**src/logic/preview_pkg.sv**
```systemverilog
package preview_pkg;

    //////////////////////////////
    // frame geometry
    //////////////////////////////

    localparam int FRAME_WIDTH  = 16;
    localparam int FRAME_HEIGHT = 8;
    localparam int CROP_WIDTH   = 12;

    // kept pixel buffer
    localparam int FIFO_DEPTH  = 32;
    localparam int FIFO_ADDR_W = $clog2(FIFO_DEPTH);

    //////////////////////////////
    // host command format
    //////////////////////////////

    // 2 address bytes then 4 data bytes, most significant first
    localparam int CMD_BYTES = 6;
    localparam int CMD_CNT_W = $clog2(CMD_BYTES);

    localparam logic [15:0] ADDR_CROP_COL  = 16'h0010;
    localparam logic [15:0] ADDR_CHAN_MASK = 16'h0011;

    // "BIVFRAME", sent msb first
    localparam logic [63:0] MAGIC_NUM = 64'h4249_5646_5241_4D45;

    //////////////////////////////
    // types
    //////////////////////////////

    typedef logic [7:0]  pixel_t;
    typedef logic [15:0] coord_t;

    typedef logic [CMD_CNT_W-1:0] cmd_cnt_t;
    typedef logic [FIFO_ADDR_W:0] fifo_ptr_t;

    typedef struct packed {
        pixel_t ch1;
        pixel_t ch0;
    } pixel_pair_t;

    typedef struct packed {
        pixel_pair_t pair;
        logic        sof;
    } pixel_beat_t;

    typedef struct packed {
        logic [15:0] addr;
        logic [31:0] data;
    } cmd_word_t;

    typedef struct packed {
        coord_t     crop_col;
        logic [1:0] chan_mask;
    } preview_cfg_t;

    // reset values of the run-time constants
    localparam coord_t     DEFAULT_CROP_COL  = coord_t'((FRAME_WIDTH - CROP_WIDTH) / 2);
    localparam logic [1:0] DEFAULT_CHAN_MASK = 2'b11;

endpackage

```
**src/logic/cmd_decoder.sv**
```systemverilog
`timescale 1ns/1ns

module cmd_decoder (
    input  logic                      core_clk,
    input  logic                      sys_reset,
    input  preview_pkg::pixel_t       byte_i,
    input  logic                      byte_valid_i,
    output preview_pkg::preview_cfg_t cfg_o
);

    preview_pkg::cmd_word_t shift_q;
    preview_pkg::cmd_word_t cmd_next;
    preview_pkg::cmd_cnt_t  count_q;
    logic                   last_byte;

    // newest byte enters at the bottom
    assign cmd_next  = preview_pkg::cmd_word_t'({shift_q[39:0], byte_i});
    assign last_byte = byte_valid_i &&
                       (count_q == preview_pkg::cmd_cnt_t'(preview_pkg::CMD_BYTES - 1));

    always_ff @(posedge core_clk) begin
        if (byte_valid_i) begin
            shift_q <= cmd_next;
        end
    end

    //////////////////////////////
    // byte count
    //////////////////////////////

    always_ff @(posedge core_clk) begin
        if (sys_reset) begin
            count_q <= '0;
        end else if (last_byte) begin
            count_q <= '0;
        end else if (byte_valid_i) begin
            count_q <= count_q + 1'b1;
        end
    end

    //////////////////////////////
    // constant registers
    //////////////////////////////

    always_ff @(posedge core_clk) begin
        if (sys_reset) begin
            cfg_o.crop_col  <= preview_pkg::DEFAULT_CROP_COL;
            cfg_o.chan_mask <= preview_pkg::DEFAULT_CHAN_MASK;
        end else if (last_byte) begin
            case (cmd_next.addr)
                preview_pkg::ADDR_CROP_COL: begin
                    cfg_o.crop_col <= cmd_next.data[15:0];
                end
                preview_pkg::ADDR_CHAN_MASK: begin
                    cfg_o.chan_mask <= cmd_next.data[1:0];
                end
                default: begin
                    // unknown address, command ignored
                end
            endcase
        end
    end

endmodule

```
**src/logic/frame_serializer.sv**
```systemverilog
`timescale 1ns/1ns

module frame_serializer (
    input  logic                      core_clk,
    input  logic                      sys_reset,
    input  preview_pkg::pixel_beat_t  beat_i,
    input  logic                      empty_i,
    output logic                      pop_o,
    input  preview_pkg::preview_cfg_t cfg_i,
    input  logic                      tx_stall_i,
    output preview_pkg::pixel_t       tx_byte_o,
    output logic                      tx_valid_o
);

    typedef enum logic [1:0] {
        S_IDLE,
        S_MAGIC,
        S_CH0,
        S_CH1
    } state_t;

    state_t                   state_q;
    preview_pkg::pixel_beat_t beat_q;
    logic [63:0]              magic_q;
    logic [2:0]               magic_idx_q;
    logic                     last_byte;

    // first channel state for a mask, idle when nothing is enabled
    function automatic state_t chan_start(input logic [1:0] mask);
        if (mask[0]) begin
            return S_CH0;
        end else if (mask[1]) begin
            return S_CH1;
        end
        return S_IDLE;
    endfunction

    //////////////////////////////
    // output side
    //////////////////////////////

    assign tx_valid_o = (state_q != S_IDLE) && !tx_stall_i;

    always_comb begin
        case (state_q)
            S_MAGIC: last_byte = (magic_idx_q == 3'd7) && (cfg_i.chan_mask == 2'b00);
            S_CH0:   last_byte = !cfg_i.chan_mask[1];
            S_CH1:   last_byte = 1'b1;
            default: last_byte = 1'b0;
        endcase
    end

    always_comb begin
        case (state_q)
            S_MAGIC: tx_byte_o = magic_q[63:56];
            S_CH0:   tx_byte_o = beat_q.pair.ch0;
            S_CH1:   tx_byte_o = beat_q.pair.ch1;
            default: tx_byte_o = '0;
        endcase
    end

    // next beat is fetched while the last byte of this one goes out
    assign pop_o = !empty_i && ((state_q == S_IDLE) || (tx_valid_o && last_byte));

    //////////////////////////////
    // sequencing
    //////////////////////////////

    always_ff @(posedge core_clk) begin
        if (sys_reset) begin
            state_q     <= S_IDLE;
            magic_idx_q <= '0;
        end else if (pop_o) begin
            magic_idx_q <= '0;
            state_q     <= beat_i.sof ? S_MAGIC : chan_start(cfg_i.chan_mask);
        end else if (tx_valid_o) begin
            case (state_q)
                S_MAGIC: begin
                    magic_idx_q <= magic_idx_q + 1'b1;
                    if (magic_idx_q == 3'd7) begin
                        state_q <= chan_start(cfg_i.chan_mask);
                    end
                end
                S_CH0: begin
                    state_q <= cfg_i.chan_mask[1] ? S_CH1 : S_IDLE;
                end
                default: begin
                    state_q <= S_IDLE;
                end
            endcase
        end
    end

    // header bytes shift out msb first
    always_ff @(posedge core_clk) begin
        if (pop_o) begin
            beat_q  <= beat_i;
            magic_q <= preview_pkg::MAGIC_NUM;
        end else if (tx_valid_o && (state_q == S_MAGIC)) begin
            magic_q <= magic_q << 8;
        end
    end

endmodule

```
**src/logic/pixel_cropper.sv**
```systemverilog
`timescale 1ns/1ns

module pixel_cropper (
    input  logic                      core_clk,
    input  logic                      sys_reset,
    input  preview_pkg::pixel_pair_t  pixel_i,
    input  logic                      pixel_valid_i,
    input  logic                      pixel_sof_i,
    input  preview_pkg::preview_cfg_t cfg_i,
    output preview_pkg::pixel_beat_t  beat_o,
    output logic                      push_o
);

    preview_pkg::coord_t col_q;
    preview_pkg::coord_t row_q;
    preview_pkg::coord_t cur_col;
    preview_pkg::coord_t cur_row;
    logic [16:0]         win_end;
    logic                in_window;

    // position of the pixel on the input right now
    assign cur_col = pixel_sof_i ? '0 : col_q;
    assign cur_row = pixel_sof_i ? '0 : row_q;

    // one bit wider so a late window start cannot wrap
    assign win_end   = {1'b0, cfg_i.crop_col} + 17'(preview_pkg::CROP_WIDTH);
    assign in_window = (cur_col >= cfg_i.crop_col) && ({1'b0, cur_col} < win_end);

    //////////////////////////////
    // row and column tracking
    //////////////////////////////

    always_ff @(posedge core_clk) begin
        if (sys_reset) begin
            col_q <= '0;
            row_q <= '0;
        end else if (pixel_valid_i) begin
            if (cur_col == preview_pkg::coord_t'(preview_pkg::FRAME_WIDTH - 1)) begin
                col_q <= '0;
                if (cur_row == preview_pkg::coord_t'(preview_pkg::FRAME_HEIGHT - 1)) begin
                    row_q <= '0;
                end else begin
                    row_q <= cur_row + 1'b1;
                end
            end else begin
                col_q <= cur_col + 1'b1;
                row_q <= cur_row;
            end
        end
    end

    //////////////////////////////
    // kept beat
    //////////////////////////////

    always_ff @(posedge core_clk) begin
        if (sys_reset) begin
            push_o <= 1'b0;
        end else begin
            push_o <= pixel_valid_i && in_window;
        end
    end

    // first kept pixel of row 0 opens the frame
    always_ff @(posedge core_clk) begin
        beat_o.pair <= pixel_i;
        beat_o.sof  <= (cur_row == '0) && (cur_col == cfg_i.crop_col);
    end

endmodule

```
**src/logic/pixel_fifo.sv**
```systemverilog
`timescale 1ns/1ns

module pixel_fifo (
    input  logic                     core_clk,
    input  logic                     sys_reset,
    input  preview_pkg::pixel_beat_t beat_i,
    input  logic                     push_i,
    input  logic                     pop_i,
    output preview_pkg::pixel_beat_t beat_o,
    output logic                     empty_o,
    output logic                     overflow_o
);

    preview_pkg::pixel_beat_t mem_q [preview_pkg::FIFO_DEPTH];

    // extra msb tells full from empty
    preview_pkg::fifo_ptr_t wr_ptr_q;
    preview_pkg::fifo_ptr_t rd_ptr_q;
    logic                   full;
    logic                   do_push;
    logic                   do_pop;

    localparam int AW = preview_pkg::FIFO_ADDR_W;

    assign empty_o = (wr_ptr_q == rd_ptr_q);
    assign full    = (wr_ptr_q[AW] != rd_ptr_q[AW]) &&
                     (wr_ptr_q[AW-1:0] == rd_ptr_q[AW-1:0]);
    assign do_push = push_i && !full;
    assign do_pop  = pop_i && !empty_o;

    assign beat_o = mem_q[rd_ptr_q[AW-1:0]];

    always_ff @(posedge core_clk) begin
        if (do_push) begin
            mem_q[wr_ptr_q[AW-1:0]] <= beat_i;
        end
    end

    always_ff @(posedge core_clk) begin
        if (sys_reset) begin
            wr_ptr_q   <= '0;
            rd_ptr_q   <= '0;
            overflow_o <= 1'b0;
        end else begin
            if (do_push) begin
                wr_ptr_q <= wr_ptr_q + 1'b1;
            end
            if (do_pop) begin
                rd_ptr_q <= rd_ptr_q + 1'b1;
            end
            // sticky until reset
            if (push_i && full) begin
                overflow_o <= 1'b1;
            end
        end
    end

endmodule

```
**src/logic/preview_top.sv**
```systemverilog
`timescale 1ns/1ns

module preview_top (
    input  logic                     core_clk,
    input  logic                     sys_reset,
    input  preview_pkg::pixel_t      byte_i,
    input  logic                     byte_valid_i,
    input  preview_pkg::pixel_pair_t pixel_i,
    input  logic                     pixel_valid_i,
    input  logic                     pixel_sof_i,
    input  logic                     tx_stall_i,
    output preview_pkg::pixel_t      tx_byte_o,
    output logic                     tx_valid_o,
    output logic                     overflow_o
);

    preview_pkg::preview_cfg_t cfg;
    preview_pkg::pixel_beat_t  kept_beat;
    preview_pkg::pixel_beat_t  head_beat;
    logic                      push;
    logic                      pop;
    logic                      empty;

    cmd_decoder cmd_decoder_i (
        .core_clk     (core_clk),
        .sys_reset    (sys_reset),
        .byte_i       (byte_i),
        .byte_valid_i (byte_valid_i),
        .cfg_o        (cfg)
    );

    pixel_cropper pixel_cropper_i (
        .core_clk      (core_clk),
        .sys_reset     (sys_reset),
        .pixel_i       (pixel_i),
        .pixel_valid_i (pixel_valid_i),
        .pixel_sof_i   (pixel_sof_i),
        .cfg_i         (cfg),
        .beat_o        (kept_beat),
        .push_o        (push)
    );

    // absorbs pixels while the host link stalls
    pixel_fifo pixel_fifo_i (
        .core_clk   (core_clk),
        .sys_reset  (sys_reset),
        .beat_i     (kept_beat),
        .push_i     (push),
        .pop_i      (pop),
        .beat_o     (head_beat),
        .empty_o    (empty),
        .overflow_o (overflow_o)
    );

    frame_serializer frame_serializer_i (
        .core_clk   (core_clk),
        .sys_reset  (sys_reset),
        .beat_i     (head_beat),
        .empty_i    (empty),
        .pop_o      (pop),
        .cfg_i      (cfg),
        .tx_stall_i (tx_stall_i),
        .tx_byte_o  (tx_byte_o),
        .tx_valid_o (tx_valid_o)
    );

endmodule

```
**config.mk**
```make
export PLATFORM = sky130hd
export DESIGN_NAME = preview_top
export DESIGN_NICKNAME = d
export VERILOG_FILES = /design/src/logic/preview_pkg.sv /design/src/logic/cmd_decoder.sv /design/src/logic/frame_serializer.sv /design/src/logic/pixel_cropper.sv /design/src/logic/pixel_fifo.sv /design/src/logic/preview_top.sv
export SDC_FILE = /design/constraint.sdc
export NUM_CORES = 1
export LEC_CHECK = 0
export BUFFER_PORTS_ARGS = -buffer_cell sky130_fd_sc_hd__buf_2
export CORE_MARGIN = 2
export CORE_UTILIZATION = 55
export CTS_BUF_LIST = sky130_fd_sc_hd__clkbuf_2
export DETAILED_ROUTE_END_ITERATION = 10
export GPL_ROUTABILITY_DRIVEN = 0
export PLACE_DENSITY_LB_ADDON = 0.2
export SLEW_MARGIN = 40
export SYNTH_ARGS = -nofsm -noshare
export SYNTH_HDL_FRONTEND = slang
export SYNTH_SLANG_ARGS = --single-unit
```
**constraint.sdc**
```tcl
create_clock -name core_clk -period 3.1 [get_ports core_clk]
set_clock_uncertainty 0.1 [all_clocks]
set_input_delay 0.62 -clock core_clk [delete_from_list [all_inputs] [get_ports core_clk]]
set_output_delay 0.62 -clock core_clk [all_outputs]
set_load 0.005 [all_outputs]
```
# After elaboration in Yosys (flattened, before gate mapping)
# Memories as Yosys holds them, arrays and structs flattened. A register that Yosys moved wholly into a read port is not among the register bits.
# Index checks and enable logic that the tools add are counted.
# classes
n_addsub,7
magnitude_cmp,2
eq_ne,14
mux,30
n_reduce_logical,29
# op_table
operator,n
$mux W16,5
$add A16 B1 Y16 const B,2
$eq A16 B5 Y1 const B,2
$pmux W8 S3,1
$mux W2,9
$add A16 B4 Y17 const B,1
$lt A16 B17 Y1,1
$eq A16 B16 Y1,1
$eq A16 B3 Y1 const B,1
$eq A16 B4 Y1 const B,1
$ge A16 B16 Y1,1
$logic_not A16 Y1,1
$logic_and A1 B1 Y1,13
$add A6 B1 Y6 const B,2
$mux W1,11
$mux W5,2
$reduce_and A2 Y1,4
$add A3 B1 Y3 const B,2
$eq A3 B3 Y1 const B,2
$eq A6 B6 Y1,1
$eq A5 B5 Y1,1
$eq A2 B2 Y1 const B,2
$logic_not A1 Y1,4
$logic_not A2 Y1,2
other kinds (8),10
# totals
reg_bits,186
ram_bits,544
in_bits,30
output_inout_bits,10
elab_cells,102
n_memories,1
# mem_list
name,words,word_bits,rd,rd_clocked_by_memory_dff,write_ports,line,text
pixel_fifo_i.mem_q,32,17,1,1,1,pixel_fifo.sv:14,preview_pkg::pixel_beat_t mem_q [preview_pkg::FIFO_DEPTH];

# Depth between registers and ports, before layout
# Gate-level depths: netlist (run 1).
# depth
ltp_word,13
ltp_mapped,13
ltp_nobuf,13

# Cells and area by module
# A second synthesis (run 1) with hierarchy kept.
# hier_totals
cells_unflattened,2056
hier_area_um2,29633.4
# modules_own_cells
mod,instances,cells_per_inst,area_per_inst_um2,seq_area_each_um2
pixel_fifo,1,1281,22089.9,16696.0
pixel_cropper,1,423,3350.7,1001.0
cmd_decoder,1,145,2177.1,1621.6
frame_serializer,1,207,2015.7,1161.1

# Least setup slack after synthesis (run 1)
# OpenSTA, ideal clock, no wires.
# synth_timing
path_kind,input to register
start,input port pixel_sof_i
end,register pixel_cropper_i.push_o
setup_time_ps,60
arrival_ps,2930
required_ps,2940
setup_slack_ps,11
cell_stages,11
n_path_buf,3
cell_sequence,clkbuf_1 -> clkbuf_1 -> clkbuf_1 -> nor2b_1 -> ha_1 -> a211oi_1 -> o21ai_1 -> a2111oi_0 -> a211oi_1 -> o32ai_1 -> and3_1
# synth_via
elab_chain_cells,4
word_cells_on_any_way,5
cone_classes,2 x order compare; 1 x mux; 2 x reduce/logical
# synth_lines
element,line,text
from (decl),preview_top.sv:10,"input logic pixel_sof_i,"
$mux W16 *,pixel_cropper.sv:22,assign cur_col = pixel_sof_i ? '0 : col_q;
$lt A16 B17 Y1 or $ge A16 B16 Y1 (tied branches),pixel_cropper.sv:27,"assign in_window = (cur_col >= cfg_i.crop_col) && ({1'b0, cur_col} < win_end);"
$logic_and A1 B1 Y1 *,pixel_cropper.sv:27,
$logic_and A1 B1 Y1 *,pixel_cropper.sv:60,push_o <= pixel_valid_i && in_window;
to (signal assigned),pixel_cropper.sv:60,
to (decl),pixel_cropper.sv:11,output logic push_o
# Mark *: on every way between the ends. The rest lies on a longest branch, timed or not.
# A chain may end at the register's enable or synchronous reset.

# Final worst setup path (run 1)
# layout_timing
start,register frame_serializer_i.state_q[1]
end,output port tx_byte_o[2]
# layout_via
elab_chain_cells,2
word_cells_on_any_way,4
cone_classes,3 x eq/ne; 1 x mux
# layout_lines
element,line,text
from (decl),frame_serializer.sv:22,state_t state_q;
from (signal assigned),frame_serializer.sv:75,state_q <= beat_i.sof ? S_MAGIC : chan_start(cfg_i.chan_mask);
from (signal assigned),frame_serializer.sv:81,state_q <= chan_start(cfg_i.chan_mask);
from (signal assigned),frame_serializer.sv:85,state_q <= cfg_i.chan_mask[1] ? S_CH1 : S_IDLE;
$eq A2 B2 Y1 or $eq A2 B1 Y1 (tied branches),frame_serializer.sv:54,case (state_q)
$pmux W8 S3 *,frame_serializer.sv:54,
to (decl),preview_top.sv:12,"output preview_pkg::pixel_t tx_byte_o,"
# Marks and branches as above.

==> metrics, run 1 <==
status=finished, violations left; failing checks=negative setup slack; critical path class=reg -> out; area delta synth->final=14.5%; final setup vio count=9; hold path startpoint=byte_valid_i; Max Clk Rate=0.293 GHz; post-place setup slack=0.185 ns; DRT antenna net count=0; I/O pins=40; row count=83; reg-to-reg startpoint=pixel_fifo_i.wr_ptr_q[4]; Worst slew margin=0.351; Max VDD drop=0.000383 V; hold path depth=4; static leakage=11.1 nW; Final WS setup=-0.317 ns; Setup crit start kind=register; setup_tns=-1.88 ns; Req. time, crit path=2.38 ns; initial antenna violation count=3; final worst-path cycle share=1.10; fin nets=2,037; CP max FO=6; Hold Path End=cmd_decoder_i.count_q[0]; layout cells sized above 1=0.323; Worst-path clk slew=0.11 ns; vias in the first global route=16.5k; YS warnings=0; final hold vios=0; PortBufs=39; Post-Syn Instances=1,662; Hold WS=0.158 ns; Die Area=54,100 um^2; largest net degree at the start of global routing=64; total track usage=0.239; WP data arrival=2.70 ns; FF-to-FF End=pixel_fifo_i.mem_q[20][13]; Vert. Die Dim=233 um; Synth Flop Type=edfxtp_1; routed wire length=61,900 um; Longest Clk Path Bufs=3; Total Power=0.0191 W; Synth Area per Inst=17.3 um^2; Least-Margin Pin Slew=0.973 ns; Distinct cells, synth=62; Initial Utilization=0.558; class of the worst hold path=in -> reg; flop2flop setup slack=0.24 ns; Post-Syn Area=28,700 um^2; CTS buffer count=174; htree depth=4; Final Util=0.639; Post-Syn Nets=1,739; first-pass GRT wire length=95,400 um; Via density=5.81; DR WL/cell=22.3 um; reg2reg path depth=6; number of synthesized flops with an enable pin=600; First-pass DRT Iterations=6; FILL cells=3,740; drt drc=0; power per cell area=582 nW/um^2; max_cap viols=0; sequential fraction of the synthesis area=0.713; CP endpoint kind=output port; Max Slew Vio Count=0; Async SR Flop Fraction=0; Die Span X=233 um; GRT Residual Overflow=0; Initial DRC Count=1,287; clock sinks=723; worst-skew pair later-pin latency=1.43 ns; CTS tree=yes; Final min period=3.42 ns; RSZ-0062 raised after global routing=yes; Via Count=16.1k; number of synthesized register bits=723; root buffer cell=clkbuf_2; Final HPWL DP=36,900 um; core box area=51,500 um^2
## state kept, by name (all words and copies together) (netlist names), named ones only
name	flops
pixel_cropper_i.push_o	1
pixel_cropper_i.beat_o	17
frame_serializer_i.beat_q	16
pixel_cropper_i.row_q	16
pixel_cropper_i.col_q	16
pixel_fifo_i.wr_ptr_q	6
cmd_decoder_i.count_q	3
cmd_decoder_i.cfg_o	18
frame_serializer_i.state_q	2
cmd_decoder_i.cmd_next	40
pixel_fifo_i.overflow_o	1
pixel_fifo_i.mem_q	544
frame_serializer_i.magic_q	29
frame_serializer_i.magic_idx_q	3
pixel_fifo_i.rd_ptr_q	6
## cell usage after synthesis, types with 5 or more instances
| cell type | instances | area share |
|---|---|---|
| and3_1 | 14 | 0.0030 |
| nor3_1 | 27 | 0.0047 |
| mux2i_1 | 34 | 0.012 |
| a22oi_1 | 11 | 0.0029 |
| xor2_1 | 15 | 0.0046 |
| inv_1 | 38 | 0.0050 |
| o21ai_1 | 25 | 0.0044 |
| nand2_1 | 107 | 0.014 |
| a21oi_1 | 49 | 0.0085 |
| a222oi_1 | 6 | 0.0021 |
| buf_2 | 17 | 0.0030 |
| dfxtp_1 | 123 | 0.086 |
| o31ai_1 | 7 | 0.0018 |
| nor4_1 | 7 | 0.0015 |
| nand2b_1 | 5 | 0.0011 |
| clkbuf_1 | 48 | 0.0063 |
| nand3b_1 | 5 | 0.0013 |
| edfxtp_1 | 600 | 0.63 |
| nand3_1 | 34 | 0.0059 |
| buf_6 | 6 | 0.0024 |
| a211oi_1 | 6 | 0.0016 |
| nand4_1 | 17 | 0.0037 |
| ha_1 | 47 | 0.020 |
| o21ai_0 | 21 | 0.0037 |
| mux4_2 | 160 | 0.13 |
| xnor2_1 | 16 | 0.0049 |
| mux2_2 | 16 | 0.0063 |
| nor2_1 | 114 | 0.015 |
| buf_1 | 7 | 0.00091 |
| nor2b_1 | 19 | 0.0041 |
## layer usage
metal | up-vias | GRT usage | wire, um
met3 | 106 | 0.0523 | 3750
met1 | 8190 | 0.305 | 24900
met5 | - | 0 | 0
met4 | 0 | 0.0985 | 1520
met2 | 554 | 0.401 | 31800
li1 | 7272 | - | -
## worst max-delay path, stage by stage, from the launching register on
cell,delay [ns]
dfxtp_2,0.36
buf_6,0.12
ha_4,0.17
buf_6,0.13
a222oi_1,0.29
nor2_1,0.12
buf_2,0.14
## logic make-up after synthesis
| logic type | synth area share |
|---|---|
| AND/OR/NAND/NOR | 0.0611 |
| AO/OA/AOI/OAI | 0.0348 |
| buffers and inverters | 0.0180 |
| flip-flops | 0.713 |
| adder cells (fa/ha/maj) | 0.0205 |
| XOR/XNOR | 0.00945 |
| multiplexers | 0.144 |
## worst max-delay path by stage
stage	start	end	slack, ns	cells past startpoint
detailed placement	cmd_decoder_i.cfg_o[7]	pixel_cropper_i.push_o	0.19	12
global route	frame_serializer_i.state_q[1]	tx_byte_o[1]	-0.45	5
finish	frame_serializer_i.state_q[1]	tx_byte_o[2]	-0.32	6
global placement	cmd_decoder_i.cfg_o[7]	pixel_cropper_i.push_o	0.19	12
CTS	frame_serializer_i.state_q[1]	tx_byte_o[1]	-0.44	6
floorplan	pixel_sof_i	pixel_cropper_i.push_o	0.01	11
## layout by cell type (no fill, tap or decap), types with 6 or more instances in the layout
| master | count |
|---|---|
| dfxtp_2 | 20 |
| nor4_1 | 7 |
| edfxtp_1 | 600 |
| o31ai_1 | 7 |
| nand4_1 | 17 |
| nand2_1 | 104 |
| nand3_1 | 34 |
| nor2_1 | 79 |
| inv_2 | 7 |
| mux2_2 | 16 |
| inv_1 | 36 |
| o21ai_0 | 21 |
| buf_12 | 25 |
| mux4_2 | 160 |
| ha_1 | 43 |
| and3_1 | 14 |
| dfxtp_1 | 100 |
| xor2_1 | 15 |
| dlygate4sd3_1 | 57 |
| buf_2 | 39 |
| mux2i_1 | 34 |
| buf_4 | 74 |
| xnor2_1 | 16 |
| o21ai_1 | 25 |
| nor3_1 | 26 |
| clkbuf_2 | 261 |
| a22oi_1 | 9 |
| a222oi_1 | 6 |
| nor2_2 | 33 |
| clkinv_1 | 31 |
| diode_2 | 6 |
| a21oi_1 | 49 |
| nor2b_1 | 19 |
## per-stage QoR
stage / cell area, um^2 / std cells
after global routing: 32900 / 2777
after CTS: 32800 / 2759
final: 32900 / 2777
after detailed placement: 30500 / 2390
after global placement: 30500 / 2390
after floorplan: 28700 / 1662
## power by group
group          leakage [nW]  switching, W  total, W  internal [W]
clock network          1.21       0.00370   0.00612       0.00242
logic                  3.41      0.000957   0.00203       0.00107
registers              6.45      0.000234    0.0110        0.0108
total                  11.1       0.00489    0.0191        0.0143
## area by class of cell
class                      count  area [um^2]  share of cell area
antenna                        6         15.0            0.000456
clock buffer                 261         1310              0.0397
clock inverter                46          263             0.00798
inverter                      42          160             0.00487
multi-input combinational    819         7920               0.241
sequential                   723        20500               0.623
tap                          680          851              0.0259
timing repair buffer         200         1880              0.0571
## repair_timing
item                                    in CTS  in global routing
hold endpoints to repair                   170                  0
hold buffers                                57                  0
setup buffers                                5                 12
endpoints found under the setup margin       9                 19
gates resized for setup                     20                 16
pin swaps                                    6                  9
cloned                                       0                  1
Power figures use the tool's default switching activity.
==> run 2, diff against run 1 <==
--- a/config.mk
+++ b/config.mk
@@ -6,12 +6,13 @@
 export NUM_CORES = 1
 export LEC_CHECK = 0
 export BUFFER_PORTS_ARGS = -buffer_cell sky130_fd_sc_hd__buf_2
+export CELL_PAD_IN_SITES_DETAIL_PLACEMENT = 1
+export CELL_PAD_IN_SITES_GLOBAL_PLACEMENT = 2
 export CORE_MARGIN = 2
-export CORE_UTILIZATION = 55
+export CORE_UTILIZATION = 45
 export CTS_BUF_LIST = sky130_fd_sc_hd__clkbuf_2
 export DETAILED_ROUTE_END_ITERATION = 10
-export GPL_ROUTABILITY_DRIVEN = 0
-export PLACE_DENSITY_LB_ADDON = 0.2
+export PLACE_DENSITY_LB_ADDON = 0.1
 export SLEW_MARGIN = 40
 export SYNTH_ARGS = -nofsm -noshare
 export SYNTH_HDL_FRONTEND = slang
==> metrics, run 2 (same netlist as run 1, synthesis figures left out) <==
Least-Margin Pin Slew=0.830 ns (-0.143 ns); Initial DRC Count=1,168 (-9.2%); final worst-path cycle share=1.08 (-0.0255); CTS buffer count=185 (+6.3%); row count=92 (+11%); Final WS setup=-0.238 ns (+0.0790 ns); worst-skew pair later-pin latency=1.34 ns (-0.09 ns); core box area=63,100 um^2 (+22%); Total Power=0.0195 W (+1.7%); DP Area=30,900 um^2 (+1.2%); Vert. Die Dim=257 um (+10%); multi-input combinational cell area=7910 um^2 (-0.11%); hold path depth=4 (unchanged); final hold vios=0 (unchanged); routed wire length=70,700 um (+14%); flop2flop setup slack=0.27 ns (+0.03 ns); Final HPWL DP=42,700 um (+16%); routability cong.=0.790; Max Clk Rate=0.300 GHz (+2.4%); fin nets=2,041 (+0.20%); I/O pins=40 (unchanged); Initial Utilization=0.456 (-0.102); Final min period=3.34 ns (-0.0790 ns); setup_tns=-1.33 ns (+0.554 ns); Worst slew margin=0.447 (+0.0953); reg-to-reg startpoint=cmd_decoder_i.cfg_o[4]; hold path startpoint=sys_reset; PortBufs=39 (unchanged); Worst-path clk slew=0.10 ns (about the same); Max Slew Vio Count=0 (unchanged); Longest Clk Path Bufs=3 (unchanged); CP endpoint kind=output port; first-pass GRT wire length=108,000 um (+13%); power per cell area=586 nW/um^2 (+0.68%); crit path to=tx_byte_o[2]; Sequential cell area=20,500 um^2 (about the same); static leakage=11.2 nW (+0.84%); Die Span X=257 um (+10%); critical path class=reg -> out; layout cells sized above 1=0.328 (+0.00531); reg2reg path depth=12 (+6); WP data arrival=2.62 ns (-0.08 ns); worst setup path start=frame_serializer_i.state_q[1]; post-route cell area=33,300 um^2 (+1.1%); CP max FO=8 (+2); Max VDD drop=0.000332 V (-13%); commonest non-fill, non-tap cell in the layout=edfxtp_1; htree depth=4 (unchanged); Met2 Routed Length=36,000 um (+13%); initial antenna violation count=3 (unchanged); root buffer cell=clkbuf_2; clock sinks=723 (unchanged); max_cap viols=0 (unchanged); Inst Count DP=2,562 (+7.2%); FILL cells=6,067 (+62%); Final Util=0.527 (-0.112); FF-to-FF End=pixel_cropper_i.push_o; class of the worst hold path=in -> reg; drt drc=0 (unchanged); status=finished, violations left; Via density=5.49 (-5.4%); GRT Residual Overflow=0 (unchanged); met1 wire length=29,500 um (+19%); max FFs per register=544 (unchanged); RSZ-0062 raised after global routing=yes; area delta synth->final=15.7%; DRT antenna net count=0 (unchanged); top sig layer=met4; Setup crit start kind=register; Via Count=16.2k (+0.74%); First-pass DRT Iterations=5 (-1); met3 routed WL=3450 um (-7.9%); most frequent cells in the layout=edfxtp_1 (600), clkbuf_2 (281), mux4_2 (160); total track usage=0.221 (-0.0183); failing checks=negative setup slack; final setup vio count=8 (-1); Req. time, crit path=2.38 ns (about the same); largest net degree at the start of global routing=67 (+4.7%); CTS tree=yes; Non-Filler Instances=2,958 (+6.5%); DR WL/cell=23.9 um (+7.2%); Die Area=65,900 um^2 (+22%); vias in the first global route=17.6k (+6.6%)
run 2: cell types whose count changed in the layout (fill, tap and decap cells not counted), moves of 3 or more:
cell,previous run,this run
buf_12,25,34
buf_4,74,67
buf_6,5,0
clkbuf_2,261,281
clkinv_4,2,5
diode_2,6,3
dlygate4sd3_1,57,53
nand2_1,104,107
nand2_2,3,0
run 2: per-stage QoR:
stage               setup WS (ns)  hold slack [ns]
floorplan                  0.0105            0.300
global placement           0.0848            0.302
detailed placement        -0.0489            0.306
CTS                        -0.512           0.0456
global route               -0.467           0.0800
finish                     -0.238            0.208
run 2: critical path: stages (launching register included):
cell and delay, ns:
dfxtp_4 0.40, inv_4 0.04, ha_4 0.18, a222oi_1 0.50
nor2_1 0.08, buf_2 0.14
run 2: final cells by class:
class / instances / share of cell area
Clock inverter: 51 / 0.00850
Sequential cell: 723 / 0.617
Timing Repair Buffer: 193 / 0.0574
Inverter: 42 / 0.00482
Multi-Input combinational cell: 819 / 0.238
Antenna cell: 3 / 0.000226
Tap cell: 846 / 0.0318
Clock buffer: 281 / 0.0423
run 2: worst min-delay path by stage:
stage	end	slack, ns
global placement	cmd_decoder_i.cmd_next[39]	0.30
detailed placement	cmd_decoder_i.cmd_next[25]	0.31
floorplan	cmd_decoder_i.cmd_next[24]	0.30
finish	pixel_cropper_i.push_o	0.21
CTS	pixel_cropper_i.push_o	0.05
global route	cmd_decoder_i.cfg_o[1]	0.08
run 2: routing by layer:
| layer | vias to the layer above | track usage |
|---|---|---|
| met5 | - | 0 |
| met4 | 0 | 0.0843 |
| met3 | 123 | 0.0499 |
| met2 | 405 | 0.368 |
| met1 | 8419 | 0.284 |
| li1 | 7295 | - |
run 2: repair_timing:
item,4_1_cts,5_1_grt
endpoints found under the setup margin,10,10
pin swaps,3,11
hold endpoints to repair,170,0
buffers inserted,4,5
gates resized for setup,13,15
gates cloned,0,0
hold buffers,53,0
run 2: report_power, final:
| group | switching (W) | internal [W] |
|---|---|---|
| registers | 0.000282 | 0.0108 |
| logic | 0.000928 | 0.00108 |
| clock network | 0.00389 | 0.00254 |
==> run 3, diff against run 2 <==
--- a/config.mk
+++ b/config.mk
@@ -9,11 +9,12 @@
 export CELL_PAD_IN_SITES_DETAIL_PLACEMENT = 1
 export CELL_PAD_IN_SITES_GLOBAL_PLACEMENT = 2
 export CORE_MARGIN = 2
-export CORE_UTILIZATION = 45
+export CORE_UTILIZATION = 43
 export CTS_BUF_LIST = sky130_fd_sc_hd__clkbuf_2
 export DETAILED_ROUTE_END_ITERATION = 10
 export PLACE_DENSITY_LB_ADDON = 0.1
 export SLEW_MARGIN = 40
 export SYNTH_ARGS = -nofsm -noshare
 export SYNTH_HDL_FRONTEND = slang
+export SYNTH_HIERARCHICAL = 1
 export SYNTH_SLANG_ARGS = --single-unit
==> metrics, run 3 <==
Initial Utilization=0.433 (-0.0227); Total Power=0.0178 W (-8.4%); status=finished, violations left; Via density=5.52 (+0.59%); fin nets=2,418 (+18%); most frequent cell after synthesis=edfxtp_1; class of the worst hold path=in -> reg; final worst-path cycle share=1.09 (+0.0112); Pint=0.0135 W (-6.1%); root buffer cell=clkbuf_2; static leakage=11.3 nW (+1.4%); Hold WS=0.130 ns (-0.0774 ns); Vert. Die Dim=267 um (+3.8%); CTS buffer count=184 (-0.54%); Max VDD drop=0.000309 V (-6.7%); Post-Syn Nets=2,134 (+23%); Initial DRC Count=1,311 (+12%); Distinct cells, synth=78 (+26%); final setup vio count=8 (unchanged); Final WS setup=-0.273 ns (-0.0346 ns); Via Count=18.7k (+15%); number of synthesized register bits=723 (unchanged); Post-Syn Area=29,600 um^2 (+3.1%); final hold vios=0 (unchanged); routed wire length=79,300 um (+12%); vias in the first global route=19.9k (+13%); sw power=0.00435 W (-15%); routability cong.=0.791 (about the same); CP max FO=5 (-3); Final min period=3.37 ns (+0.0346 ns); combinational share of power=0.022 (-0.081); area delta synth->final=14.6%; Longest Clk Path Bufs=3 (unchanged); Max Clk Rate=0.297 GHz (-1.0%); clock sinks=723 (unchanged); layout cells sized above 1=0.214 (-0.114); DRT antenna net count=0 (unchanged); largest net degree at the start of global routing=61 (-9.0%); power per cell area=526 nW/um^2 (-10%); WP data arrival=2.65 ns (+0.03 ns); Die Span X=267 um (+3.8%); Synth Area per Inst=14.4 um^2 (-17%); max_cap viols=0 (unchanged); max FFs per register=544 (unchanged); total track usage=0.227 (+0.00540); Max Slew Vio Count=0 (unchanged); commonest non-fill, non-tap cell in the layout=edfxtp_1; failing checks=negative setup slack; drt drc=0 (unchanged); I/O pins=40 (unchanged); First-pass DRT Iterations=5 (unchanged); post-synth top area share=0.608 (-0.0190); post-route cell area=34,000 um^2 (+2.1%); setup_tns=-1.73 ns (-0.407 ns); PortBufs=39 (unchanged); Final HPWL DP=45,800 um (+7.2%); initial antenna violation count=6 (+3); number of synthesized flops with an enable pin=600 (unchanged); DR WL/cell=23.5 um (-1.8%); Worst-path clk slew=0.09 ns (about the same); Post-synth top cells=edfxtp_1 (600), mux2i_1 (281), nand2_1 (132); switching portion of total power=0.244 (-0.0182); core box area=68,500 um^2 (+8.5%); YS warnings=6 (+6); worst-skew pair later-pin latency=1.38 ns (+0.04 ns); Reg power frac=0.608 (+0.041); Critical Path Most Common Cell=buf_6; Die Area=71,000 um^2 (+7.8%); first-pass GRT wire length=119,000 um (+11%); most frequent cells in the layout=edfxtp_1 (600), mux2i_1 (281), clkbuf_2 (272); Req. time, crit path=2.38 ns (about the same); Clk pwr share=0.369 (+0.039); Least-Margin Pin Slew=0.901 ns (+0.0707 ns); htree depth=4 (unchanged); Synth Flop Type=edfxtp_1; FILL cells=6,949 (+15%); Async SR Flop Fraction=0 (unchanged); critical path class=reg -> out; row count=96 (+4.3%); area leader, netlist=edfxtp_1; CTS tree=yes; synth top area cells=edfxtp_1 (61%), mux2i_1 (9.5%), dfxtp_1 (8.3%), ha_1 (2.0%), a22oi_1 (1.8%); crit path max-delay cell type=dfxtp_4; GRT Residual Overflow=0 (unchanged); CP peak stage delay=0.38 ns (-0.12 ns); RSZ-0062 raised after global routing=yes; CP endpoint kind=output port; sequential fraction of the synthesis area=0.691 (-0.0216); Post-Syn Instances=2,056 (+24%); DP Area=31,400 um^2 (+1.8%); cells along the critical path=buf_6 > ha_4 > buf_6 > a222oi_1 > nor2_1 > buf_2; Setup crit start kind=register; Worst slew margin=0.400 (-0.0471)
-- run 3: cell count changes after synthesis, sizes merged, moves of 38 or more --
cell | before | now
mux2i | 34 | 281
buf | 30 | 68
a22oi | 11 | 73
a21oi | 49 | 108
mux4 | 160 | 0
-- run 3: cell families (layout without fill, tap and decap cells) --
logic type / after synthesis / in the layout / synth area share
AO/OA/AOI/OAI: 326 / 326 / 0.0724
XOR/XNOR: 28 / 28 / 0.00853
adder cells (fa/ha/maj): 48 / 48 / 0.0203
buffers and inverters: 149 / 584 / 0.0241
flip-flops: 723 / 723 / 0.691
multiplexers: 283 / 283 / 0.0957
other: 0 / 5 / 0
AND/OR/NAND/NOR: 499 / 499 / 0.0880
-- run 3: per-stage QoR --
| step | cells | setup slack [ns] | util |
|---|---|---|---|
| final | 3378 | -0.273 | 0.496 |
| after detailed placement | 2963 | 0.168 | 0.459 |
| after global placement | 2963 | 0.275 | 0.459 |
| after floorplan | 2056 | 0.0140 | - |
| after CTS | 3373 | -0.488 | 0.496 |
| after global routing | 3376 | -0.435 | 0.496 |
-- run 3: per-layer routing --
layer / GRT usage / vias to the layer above / wire length (um)
li1: - / 8586 / -
met1: 0.297 / 9474 / 34800
met2: 0.375 / 439 / 38900
met3: 0.0413 / 158 / 3450
met4: 0.0882 / 0 / 2120
met5: 0 / - / 0
-- run 3: worst paths after layout --
path,from,to,slack [ns],cells past startpoint
setup / recovery,frame_serializer_i/state_q[1],tx_byte_o[3],-0.27,6
hold / removal,sys_reset,pixel_cropper_i/col_q[2],0.13,3
setup reg to reg,cmd_decoder_i/cfg_o[6],pixel_cropper_i/push_o,0.35,10
hold reg to reg,cmd_decoder_i/cmd_next[28],cmd_decoder_i/cmd_next[36],0.31,0
-- run 3: area by class of cell --
cell class              count  area, um^2  area share
clock inverters            65         370      0.0109
repair buffers            213        1870      0.0551
multi-input cells        1184        8600       0.253
clock buffers             272        1360      0.0401
flip-flops and latches    723       20500       0.604
inverters                  34         133     0.00391
well taps                 882        1100      0.0325
diodes                      5        12.5    0.000368
-- run 3: timing repair --
| item | in CTS | in global routing |
|---|---|---|
| pin swaps | 13 | 9 |
| endpoints found under the setup margin | 9 | 9 |
| hold buffers | 57 | 0 |
| setup buffers | 16 | 1 |
| resized for setup | 26 | 1 |
| endpoints found under the hold margin | 171 | 0 |
-- run 3: worst max-delay path, delay by kind of cell (launching register included) --
kind / cells / cell delay [ns]
adder cells (fa/ha/maj): 1 / 0.18
AND/OR/NAND/NOR: 1 / 0.10
AO/OA/AOI/OAI: 1 / 0.25
buffers and inverters: 3 / 0.40
flip-flops: 1 / 0.38
-- run 3: power groups by stage --
stage	sequential, W	combinational, W	clock (W)
detailed placement	0.0111	0.000336	0
floorplan	0.0110	0.000193	0
global route	0.0109	0.000452	0.00731
global placement	0.0111	0.000321	0
CTS	0.0109	0.000402	0.00684
finish	0.0109	0.000400	0.00659
